--- config.mk ---
export PLATFORM = sky130hd
export DESIGN_NAME = serial_link_top
export DESIGN_NICKNAME = d
export VERILOG_FILES = /design/src/source/serial_pkg.sv /design/src/source/baud_tick_gen.sv /design/src/source/rx_majority_sampler.sv /design/src/source/rx_deframer.sv /design/src/source/uart_tx.sv /design/src/source/serial_apb_regs.sv /design/src/source/serial_link_top.sv
export SDC_FILE = /design/constraint.sdc
export NUM_CORES = 1
export LEC_CHECK = 0
export ABC_AREA = 1
export CORE_UTILIZATION = 55
export DETAILED_ROUTE_END_ITERATION = 7
export DONT_BUFFER_PORTS = 1
export PLACE_DENSITY = 0.68
export SYNTH_ARGS = -nofsm -noshare
export SYNTH_HDL_FRONTEND = slang
export SYNTH_SLANG_ARGS = --single-unit
--- constraint.sdc ---
create_clock -name clk -period 2.2 [get_ports clk]
set_input_delay 0.22 -clock clk [delete_from_list [all_inputs] [get_ports clk]]
set_output_delay 0.22 -clock clk [all_outputs]
set_load 0.02 [all_outputs]
--- src/source/serial_pkg.sv ---
package serial_pkg;

    // frame and sampling geometry
    localparam int data_width      = 8;
    localparam int samples_per_bit = 4;
    localparam int div_width       = 16;

    // APB byte offsets
    localparam int addr_data   = 'h0;
    localparam int addr_status = 'h4;
    localparam int addr_div    = 'h8;

    // status register bit positions
    localparam int st_rx_valid  = 0;
    localparam int st_tx_busy   = 1;
    localparam int st_frame_err = 2;
    localparam int st_overrun   = 3;

    // one tick every four clocks out of reset
    localparam logic [div_width-1:0] div_reset = 16'd3;

endpackage

--- src/source/baud_tick_gen.sv ---
`timescale 1ns/10ps

module baud_tick_gen (
    input  logic                             clk,
    input  logic                             rst,
    input  logic [serial_pkg::div_width-1:0] div,
    output logic                             tick
);

    logic [serial_pkg::div_width-1:0] cnt;

    // the divisor is only sampled on reload, so a new value waits for the wrap
    always_ff @(posedge clk or posedge rst) begin
        if (rst) begin
            cnt  <= '0;
            tick <= 1'b0;
        end else if (cnt == '0) begin
            cnt  <= div;
            tick <= 1'b1;
        end else begin
            cnt  <= cnt - 1'b1;
            tick <= 1'b0;
        end
    end

endmodule

--- src/source/rx_majority_sampler.sv ---
`timescale 1ns/10ps

module rx_majority_sampler (
    input  logic clk,
    input  logic rst,
    input  logic tick,
    input  logic rxd,
    input  logic frame_end,
    output logic bit_valid,
    output logic bit_value
);

    // phase states carry their own phase number
    localparam logic [2:0] s_ph0  = 3'd0;
    localparam logic [2:0] s_ph1  = 3'd1;
    localparam logic [2:0] s_ph2  = 3'd2;
    localparam logic [2:0] s_ph3  = 3'(serial_pkg::samples_per_bit - 1);
    localparam logic [2:0] s_hunt = 3'd4;
    localparam logic [2:0] s_wait = 3'd5;

    logic [2:0] state;
    logic [2:0] samples;
    logic       vote;

    assign vote = (samples[0] & samples[1]) |
                  (samples[0] & samples[2]) |
                  (samples[1] & samples[2]);

    always_ff @(posedge clk or posedge rst) begin
        if (rst) begin
            state     <= s_hunt;
            samples   <= 3'b000;
            bit_valid <= 1'b0;
            bit_value <= 1'b0;
        end else begin
            bit_valid <= 1'b0;
            if (frame_end) begin
                state <= s_hunt;
            end else begin
                case (state)
                    s_hunt: if (tick && rxd) state <= s_wait;
                    s_wait: begin
                        // the tick that sees the start edge counts as phase 0
                        if (tick && !rxd) begin
                            samples <= {2'b00, rxd};
                            state   <= s_ph1;
                        end
                    end
                    s_ph0: begin
                        if (tick) begin
                            samples[0] <= rxd;
                            state      <= s_ph1;
                        end
                    end
                    s_ph1: begin
                        if (tick) begin
                            samples[1] <= rxd;
                            state      <= s_ph2;
                        end
                    end
                    s_ph2: begin
                        if (tick) begin
                            samples[2] <= rxd;
                            state      <= s_ph3;
                        end
                    end
                    s_ph3: begin
                        // stay here for the clock that carries bit_valid
                        if (bit_valid) begin
                            samples <= 3'b000;
                            state   <= s_ph0;
                        end else if (tick) begin
                            bit_valid <= 1'b1;
                            bit_value <= vote;
                        end
                    end
                    default: state <= s_hunt;
                endcase
            end
        end
    end

    a_valid_in_ph3: assert property (@(posedge clk) disable iff (rst)
        bit_valid |-> state == s_ph3);

endmodule

--- src/source/rx_deframer.sv ---
`timescale 1ns/10ps

module rx_deframer (
    input  logic                              clk,
    input  logic                              rst,
    input  logic                              bit_valid,
    input  logic                              bit_value,
    output logic                              byte_valid,
    output logic [serial_pkg::data_width-1:0] byte_data,
    output logic                              frame_err,
    output logic                              frame_end
);

    localparam int cnt_width = $clog2(serial_pkg::data_width + 2);
    localparam logic [cnt_width-1:0] stop_idx = cnt_width'(serial_pkg::data_width + 1);

    logic [cnt_width-1:0]              bit_cnt;
    logic                              start_bad;
    logic [serial_pkg::data_width-1:0] shreg;
    logic                              data_bit;

    // bits 1 to data_width carry the payload
    assign data_bit = bit_valid && (bit_cnt != '0) && (bit_cnt != stop_idx);

    always_ff @(posedge clk or posedge rst) begin
        if (rst) begin
            bit_cnt    <= '0;
            start_bad  <= 1'b0;
            byte_valid <= 1'b0;
            frame_err  <= 1'b0;
            frame_end  <= 1'b0;
        end else begin
            byte_valid <= 1'b0;
            frame_err  <= 1'b0;
            frame_end  <= 1'b0;
            if (bit_valid) begin
                if (bit_cnt == '0) begin
                    start_bad <= bit_value;
                    bit_cnt   <= bit_cnt + 1'b1;
                end else if (bit_cnt == stop_idx) begin
                    byte_valid <= !start_bad && bit_value;
                    frame_err  <= start_bad || !bit_value;
                    frame_end  <= 1'b1;
                    bit_cnt    <= '0;
                end else begin
                    bit_cnt <= bit_cnt + 1'b1;
                end
            end
        end
    end

    // lsb arrives first, so shift in from the top
    always_ff @(posedge clk) begin
        if (data_bit) begin
            shreg <= {bit_value, shreg[serial_pkg::data_width-1:1]};
        end
    end

    assign byte_data = shreg;

    a_byte_or_err: assert property (@(posedge clk) disable iff (rst)
        !(byte_valid && frame_err));

endmodule

--- src/source/uart_tx.sv ---
`timescale 1ns/10ps

module uart_tx (
    input  logic                              clk,
    input  logic                              rst,
    input  logic                              tick,
    input  logic                              tx_start,
    input  logic [serial_pkg::data_width-1:0] tx_data,
    output logic                              txd,
    output logic                              tx_busy
);

    localparam int frame_len  = serial_pkg::data_width + 2;
    localparam int bcnt_width = $clog2(frame_len);
    localparam int tcnt_width = $clog2(serial_pkg::samples_per_bit);
    localparam logic [bcnt_width-1:0] last_bit  = bcnt_width'(frame_len - 1);
    localparam logic [tcnt_width-1:0] last_tick = tcnt_width'(serial_pkg::samples_per_bit - 1);

    logic [frame_len-1:0]  frame;
    logic [bcnt_width-1:0] bit_cnt;
    logic [bcnt_width-1:0] next_bit;
    logic [tcnt_width-1:0] tick_cnt;
    logic                  on_line;

    assign next_bit = bit_cnt + 1'b1;

    always_ff @(posedge clk or posedge rst) begin
        if (rst) begin
            txd      <= 1'b1;
            tx_busy  <= 1'b0;
            on_line  <= 1'b0;
            bit_cnt  <= '0;
            tick_cnt <= '0;
        end else if (!tx_busy) begin
            if (tx_start) begin
                tx_busy  <= 1'b1;
                bit_cnt  <= '0;
                tick_cnt <= '0;
            end
        end else if (tick) begin
            // the first tick after the start request drives the start bit
            if (!on_line) begin
                txd     <= frame[0];
                on_line <= 1'b1;
            end else if (tick_cnt == last_tick) begin
                tick_cnt <= '0;
                if (bit_cnt == last_bit) begin
                    txd     <= 1'b1;
                    tx_busy <= 1'b0;
                    on_line <= 1'b0;
                end else begin
                    txd     <= frame[next_bit];
                    bit_cnt <= next_bit;
                end
            end else begin
                tick_cnt <= tick_cnt + 1'b1;
            end
        end
    end

    always_ff @(posedge clk) begin
        if (tx_start && !tx_busy) begin
            frame <= {1'b1, tx_data, 1'b0};
        end
    end

    a_idle_high: assert property (@(posedge clk) disable iff (rst) !tx_busy |-> txd);

endmodule

--- src/source/serial_apb_regs.sv ---
`timescale 1ns/10ps

module serial_apb_regs #(
    parameter int addr_width = 4
) (
    input  logic                              clk,
    input  logic                              rst,
    input  logic                              psel,
    input  logic                              penable,
    input  logic                              pwrite,
    input  logic [addr_width-1:0]             paddr,
    input  logic [31:0]                       pwdata,
    output logic [31:0]                       prdata,
    output logic                              pready,
    output logic                              pslverr,
    input  logic                              byte_valid,
    input  logic [serial_pkg::data_width-1:0] byte_data,
    input  logic                              frame_err,
    input  logic                              tx_busy,
    output logic                              tx_start,
    output logic [serial_pkg::data_width-1:0] tx_data,
    output logic [serial_pkg::div_width-1:0]  div
);

    logic                              access;
    logic                              sel_data;
    logic                              sel_status;
    logic                              sel_div;
    logic                              rd_data;
    logic                              rd_status;
    logic [serial_pkg::data_width-1:0] rx_byte;
    logic                              rx_valid;
    logic                              err_flag;
    logic                              overrun;

    assign access     = psel && penable;
    assign sel_data   = paddr == addr_width'(serial_pkg::addr_data);
    assign sel_status = paddr == addr_width'(serial_pkg::addr_status);
    assign sel_div    = paddr == addr_width'(serial_pkg::addr_div);
    assign rd_data    = access && !pwrite && sel_data;
    assign rd_status  = access && !pwrite && sel_status;

    // a data write while the transmitter is busy is refused and dropped
    assign pready   = 1'b1;
    assign pslverr  = access && pwrite && sel_data && tx_busy;
    assign tx_start = access && pwrite && sel_data && !tx_busy;
    assign tx_data  = pwdata[serial_pkg::data_width-1:0];

    always_comb begin
        prdata = '0;
        if (rd_data) begin
            prdata[serial_pkg::data_width-1:0] = rx_byte;
        end else if (rd_status) begin
            prdata[serial_pkg::st_rx_valid]  = rx_valid;
            prdata[serial_pkg::st_tx_busy]   = tx_busy;
            prdata[serial_pkg::st_frame_err] = err_flag;
            prdata[serial_pkg::st_overrun]   = overrun;
        end else if (access && !pwrite && sel_div) begin
            prdata[serial_pkg::div_width-1:0] = div;
        end
    end

    // a new event wins over a read-clear in the same clock
    always_ff @(posedge clk or posedge rst) begin
        if (rst) begin
            rx_valid <= 1'b0;
            err_flag <= 1'b0;
            overrun  <= 1'b0;
            div      <= serial_pkg::div_reset;
        end else begin
            if (byte_valid) begin
                rx_valid <= 1'b1;
            end else if (rd_data) begin
                rx_valid <= 1'b0;
            end
            if (frame_err) begin
                err_flag <= 1'b1;
            end else if (rd_status) begin
                err_flag <= 1'b0;
            end
            if (byte_valid && rx_valid && !rd_data) begin
                overrun <= 1'b1;
            end else if (rd_status) begin
                overrun <= 1'b0;
            end
            if (access && pwrite && sel_div) begin
                div <= pwdata[serial_pkg::div_width-1:0];
            end
        end
    end

    always_ff @(posedge clk) begin
        if (byte_valid) begin
            rx_byte <= byte_data;
        end
    end

    a_penable_psel: assert property (@(posedge clk) disable iff (rst) penable |-> psel);

endmodule

--- src/source/serial_link_top.sv ---
`timescale 1ns/10ps

module serial_link_top #(
    parameter int addr_width = 4
) (
    input  logic                  clk,
    input  logic                  rst,
    input  logic                  psel,
    input  logic                  penable,
    input  logic                  pwrite,
    input  logic [addr_width-1:0] paddr,
    input  logic [31:0]           pwdata,
    output logic [31:0]           prdata,
    output logic                  pready,
    output logic                  pslverr,
    input  logic                  rxd,
    output logic                  txd
);

    logic                              tick;
    logic [serial_pkg::div_width-1:0]  div;
    logic                              bit_valid;
    logic                              bit_value;
    logic                              frame_end;
    logic                              byte_valid;
    logic [serial_pkg::data_width-1:0] byte_data;
    logic                              frame_err;
    logic                              tx_start;
    logic [serial_pkg::data_width-1:0] tx_data;
    logic                              tx_busy;

    // one tick drives both directions
    baud_tick_gen baud_tick_gen_i (
        .clk  (clk),
        .rst  (rst),
        .div  (div),
        .tick (tick)
    );

    rx_majority_sampler rx_majority_sampler_i (
        .clk       (clk),
        .rst       (rst),
        .tick      (tick),
        .rxd       (rxd),
        .frame_end (frame_end),
        .bit_valid (bit_valid),
        .bit_value (bit_value)
    );

    rx_deframer rx_deframer_i (
        .clk        (clk),
        .rst        (rst),
        .bit_valid  (bit_valid),
        .bit_value  (bit_value),
        .byte_valid (byte_valid),
        .byte_data  (byte_data),
        .frame_err  (frame_err),
        .frame_end  (frame_end)
    );

    uart_tx uart_tx_i (
        .clk      (clk),
        .rst      (rst),
        .tick     (tick),
        .tx_start (tx_start),
        .tx_data  (tx_data),
        .txd      (txd),
        .tx_busy  (tx_busy)
    );

    serial_apb_regs #(
        .addr_width (addr_width)
    ) serial_apb_regs_i (
        .clk        (clk),
        .rst        (rst),
        .psel       (psel),
        .penable    (penable),
        .pwrite     (pwrite),
        .paddr      (paddr),
        .pwdata     (pwdata),
        .prdata     (prdata),
        .pready     (pready),
        .pslverr    (pslverr),
        .byte_valid (byte_valid),
        .byte_data  (byte_data),
        .frame_err  (frame_err),
        .tx_busy    (tx_busy),
        .tx_start   (tx_start),
        .tx_data    (tx_data),
        .div        (div)
    );

endmodule

# Yosys cells after proc, flatten, opt, wreduce, memory -nomap -nowiden
# Cells that the tools add are included.
[totals] reg_bits=85 latch_bits=0 ramBits=0 romBits=0 in_bits=42 output_inout_bits=35 wordCells=173 mem_count=0
[classes] add_sub_neg=4 n_mul=0 div_mod_pow=0 magnitude_cmp=1 eq_ne=27 shifts=0 mux=62 bitwise=7 n_reduce_logical=47
[ops] operator="$mux 4" n=9
[ops] operator="$mux 16" n=2
[ops] operator="$mux 1" n=30
[ops] operator="$mux 3" n=8
[ops] operator="$reduce_and 5->1" n=4
[ops] operator="$logic_and 1x1->1" n=18
[ops] operator="$pmux 3 s6" n=1
[ops] operator="$logic_not 16->1" n=1
[ops] operator="$mux 8" n=2
[ops] operator="$ne 2x2->1 const B" n=8
[ops] operator="$sub 16x1->16 const B" n=1
[ops] operator="$eq 4x4->1 const B" n=3
[ops] operator="$mux 12" n=1
[ops] operator="$mux 2" n=5
[ops] operator="$ne 3x1->1 const B" n=3
[ops] operator="$ne 3x2->1 const B" n=3
[ops] operator="$pmux 1 s3" n=3
[ops] operator="$reduce_bool 3->1" n=3
[ops] operator="$add 4x1->4 const B" n=2
[ops] operator="$logic_not 4->1" n=2
[ops] operator="$reduce_bool 2->1" n=4
[ops] operator="$eq 3x2->1 const B" n=2
[ops] operator="$eq 3x3->1 const B" n=2
[ops] operator="$logic_not 1->1" n=6
[ops] operator="18 further kinds" n=25

# Longest topological paths before layout
[depth] ltp_word=6 mapped_depth=11 mapped_depth_nobuf=11

# Modules after synthesis
# From an unflattened synthesis, not the netlist that was laid out.
[hier_totals] cells_unflattened=578 area_unflattened_um2=4719.5
[modules_own_cells] module="serial_apb_regs" instances=1 cells_each=186 area_per_inst_um2=1545.2 seq_area_each_um2=718.2
[modules_own_cells] module="baud_tick_gen" instances=1 cells_each=156 area_per_inst_um2=1079.8 seq_area_each_um2=425.4
[modules_own_cells] module="uart_tx" instances=1 cells_each=86 area_per_inst_um2=842.1 seq_area_each_um2=466.7
[modules_own_cells] module="rx_deframer" instances=1 cells_each=49 area_per_inst_um2=629.4 seq_area_each_um2=440.4
[modules_own_cells] module="rx_majority_sampler" instances=1 cells_each=101 area_per_inst_um2=623.1 seq_area_each_um2=201.4

# Worst setup path before layout
# Ideal clock, no wire load.
[synth_path] kind="register to register" startpoint="reg rx_deframer_i.bit_cnt[0]" endpoint="reg rx_deframer_i.shreg, in the netlist rx_deframer_i.byte_data[0] (enable)" setup_ns=0.370 arrival_time_ns=1.132 required_ns=1.830 path_slack_ns=0.698 path_stages_with_launch=5 n_path_buf=0 path_cell_list="dfrtp_1 > ha_1 > nand3_1 > nand2_1 > nor2_1"
[synth_between] elab_chain_cells=3 elab_cells_between_ends=4 classes_between="1 x eq/ne; 3 x reduce/logical"
[synth_rtl] item="from (decl)" line="rx_deframer.sv:17" source="logic [cnt_width-1:0] bit_cnt;"
[synth_rtl] item="from (signal assigned)" line="rx_deframer.sv:39" source="bit_cnt <= bit_cnt + 1'b1;"
[synth_rtl] item="from (signal assigned)" line="rx_deframer.sv:46" source="bit_cnt <= bit_cnt + 1'b1;"
[synth_rtl] item="$reduce_bool 4->1" line="rx_deframer.sv:23" source="assign data_bit = bit_valid && (bit_cnt != '0) && (bit_cnt != stop_idx);"
[synth_rtl] item="$logic_and 1x1->1" line="rx_deframer.sv:23"
[synth_rtl] item="$logic_and 1x1->1 *" line="rx_deframer.sv:23"
[synth_rtl] item="named net rx_deframer_i.data_bit" line="rx_deframer.sv:20" source="logic data_bit;"
[synth_rtl] item="to (signal assigned)" line="rx_deframer.sv:55" source="shreg <= {bit_value, shreg[serial_pkg::data_width-1:1]};"
[synth_rtl] item="to (decl)" line="rx_deframer.sv:19" source="logic [serial_pkg::data_width-1:0] shreg;"
# Mark *: on every way through the listed nets, which the timed path passes. The rest lies on a longest branch.
# A chain may end at the register's enable or synchronous reset.

# Worst setup path in the final report
[layout_path] startpoint="reg uart_tx_i.tx_busy" endpoint="out pslverr"
[layout_between] elab_chain_cells=1
[layout_rtl] item="from (decl)" line="uart_tx.sv:10" source="output logic tx_busy"
[layout_rtl] item="from (signal assigned)" line="uart_tx.sv:30" source="tx_busy <= 1'b0;"
[layout_rtl] item="from (signal assigned)" line="uart_tx.sv:36" source="tx_busy <= 1'b1;"
[layout_rtl] item="from (signal assigned)" line="uart_tx.sv:49" source="tx_busy <= 1'b0;"
[layout_rtl] item="$logic_and 1x1->1" line="serial_apb_regs.sv:45" source="assign pslverr = access && pwrite && sel_data && tx_busy;"
[layout_rtl] item="to (decl)" line="serial_link_top.sv:15" source="output logic pslverr,"
# Every way passes these cells.

==> run metrics <==
Antenna Diode Count=0; worst reg2reg path startpoint=baud_tick_gen_i.cnt[0]; status=finished, final reports clean; TritonCTS buffer count=9; final setup violation count=0; routed vias/inst=5.12; R2R cell count=8; setup repair after global routing missed its margin=no; destination of the worst register-to-register timing path=baud_tick_gen_i.cnt[6]; antenna violations before repair=0; category of the most critical setup path=flip-flop to output pin; Max rail drop VDD=0.433 mV; Primary FF master, synth=dfrtp_1; area of the mapped netlist=0.00439 mm²; Root Buffer Master=clkbuf_8; die width=91.4 µm; # clock sinks=85; Rel. slew slack=56.7%; count of input and output buffers=0; transition time at the pin with the least slew margin=644 ps; depth of the CTS H-tree=3; power density normalized to cell area=715 mW/mm²; series of cell instances along the critical path=inv_1 -> nor3_1; global-route wire length before repair=13.6 mm; number of global-route vias before repair=2,962; area share of the largest cell type after synthesis=32.5%; number of vias after detailed routing=3,219; setup TNS=0 ps; leftover overflow at the end of global routing=0; CORE AREA=0.00773 mm²; Synth async-reset ratio=71.8%; worst slack on hold paths=20.9 ps; final count of hold timing violations=0; HP Start=rxd; Post-route DRC=0; count of TritonRoute iterations in the first routing pass=4; Hold Path Class=input port to flip-flop; sequential cell area fraction in the yosys report=51.3%; number of nets still failing antenna checks after routing=0; Design Area, Final=0.00475 mm²; synth top area cells=dfrtp_1 (32%), edfxtp_1 (16%), nand2_1 (8.8%); GRT Overall Usage=20.6%; clock tree from TritonCTS=built; gp weighted congestion=0.860; largest driver fanout on the critical path=10; largest area contributor in the synthesized netlist=dfrtp_1; syn_area_per_cell=8.67 µm²; Crit path required time=1980 ps; CP startpoint kind=flip-flop; destination of the worst hold path=rx_majority_sampler_i.samples[1]; share of layout cells above drive strength 1=12.5%; detail-routed net length per standard cell=12.9 µm; number of warnings reported in the yosys synthesis log=0; Area growth, synth to finish=8.00%; clock input transition at the sequential cells of the worst setup and hold paths=100 ps; number of synthesized flops with an enable pin=24; die area=0.00835 mm²; number of I/O pins=77; P_leak=2.09 nW; Initial Utilization=56.9%; slowest cell on the critical path=dfrtp_1; die boundary height=91.4 µm; data arrival time of the critical path=1600 ps; Post-Route Skew=11.0 ps; routed wire length=8.13 mm; most common library cells after synthesis=nand2_1 (103), nor2_1 (69), inv_1 (59); initial detailed-routing violation count=123; HPWL Detailed=5.90 mm; kind of end point of the critical path=output pin; insertion delay to the later sink of the worst-skew pair=350 ps; Fmax achieved=548 MHz; number of max-slew violations in the final report=0; register-to-register setup slack=430 ps; Nets=572; most common cell in the synthesized netlist=nand2_1; area of placed instances=0.00444 mm²; reported max-cap violation count=0; number of cells produced by synthesis=507; Max clock buf depth=2; period utilization=83.0%; Core Util, Final=61.4%; number of storage elements in the synthesis netlist=85; Std-Cell Rows=32; worst hold stages=2; distinct cell type count of the synthesized netlist=40; Tot Pwr=3.39 mW; shortest period the worst path allows=1820 ps; biggest cell delay along the critical path=570 ps; maximum number of pins on one net before global-route repair=62
-- sequential cells by signal, indices dropped and copies added (netlist names), 2 cells and up --
name and count:
rx_majority_sampler_i.samples 3, serial_apb_regs_i.div 16, uart_tx_i.tick_cnt 2, baud_tick_gen_i.cnt 16, rx_majority_sampler_i.state 3, rx_deframer_i.bit_cnt 4
uart_tx_i.bit_cnt 4, rx_deframer_i.byte_data 8, uart_tx_i.frame 8, serial_apb_regs_i.rx_byte 8
-- metrics by stage --
stage | worst slack [ps] | std cells
global placement | 473 | 603
CTS | 362 | 629
global route | 290 | 629
finish | 375 | 629
detailed placement | 431 | 603
floorplan | 474 | 522
-- per-layer routing --
layer  vias to the layer above  wire length (µm)  global-route usage (%)
li1                       1629                 -                       -
met1                      1514              3850                    26.9
met2                        66              3940                    34.5
met3                        10               246                    4.36
met4                         0                95                    6.35
met5                         -                 0                       0
-- layout by cell type, fill, tap and decap left out, drive strengths merged --
master / instances
nand2: 111
nor2: 79
inv: 68
dfrtp: 57
o21ai: 30
nand3: 28
a21oi: 25
edfxtp: 24
conb: 17
dlygate4sd3: 10
clkbuf: 10
nor3: 9
nand4: 8
ha: 8
xnor2: 6
xor2: 5
buf: 5
a31oi: 4
dfstp: 4
o211ai: 4
nor4: 3
nand3b: 2
clkinv: 2
o21bai: 2
or2: 2
a211oi: 1
o21a: 1
maj3: 1
bufinv: 1
-- report_power, final --
group          switching, mW  internal [mW]  leakage [nW]
registers              0.112           1.74         0.859
logic                  0.249          0.146          1.12
clock network          0.594          0.548         0.104
-- cell type report --
class / count / area [µm²]
clock buffers: 10 / 128
clock inverters: 6 / 76.3
fillers: 652 / 2980
inverters: 65 / 249
multi-input cells: 346 / 1760
flip-flops and latches: 85 / 2250
well taps: 102 / 128
repair buffers: 15 / 150
-- worst max-delay path by stage --
stage / depth (start not counted) / from / to
detailed placement: 8 / baud_tick_gen_i.cnt[0] / baud_tick_gen_i.cnt[3]
global placement: 8 / baud_tick_gen_i.cnt[0] / baud_tick_gen_i.cnt[6]
CTS: 2 / uart_tx_i.tx_busy / pslverr
global route: 2 / uart_tx_i.tx_busy / pslverr
finish: 2 / uart_tx_i.tx_busy / pslverr
floorplan: 1 / rst / baud_tick_gen_i.cnt[0]
-- cells by family (layout without fill, tap and decap cells) --
group	Yosys count	count (layout)	share of synthesized area, %
fa+ha+maj	9	9	2.51
compound gates	67	67	9.28
flops	85	85	51.3
other cells	2	17	0.171
buf+inv	91	96	9.91
simple gates	242	242	24.7
xor+xnor	11	11	2.19
-- worst max-delay path, delay by kind of cell (launching register included) --
kind / cells / cell delay (ps)
flip-flops: 1 / 570
AND/OR/NAND/NOR: 1 / 570
buffers and inverters: 1 / 110
-- repair_timing --
item                      in CTS  in global routing
hold buffers                  10                  0
buffers inserted               0                  0
gates resized for setup        0                  0
hold endpoints to repair      69                  0
No activity file was read; power rests on OpenSTA's default activity.
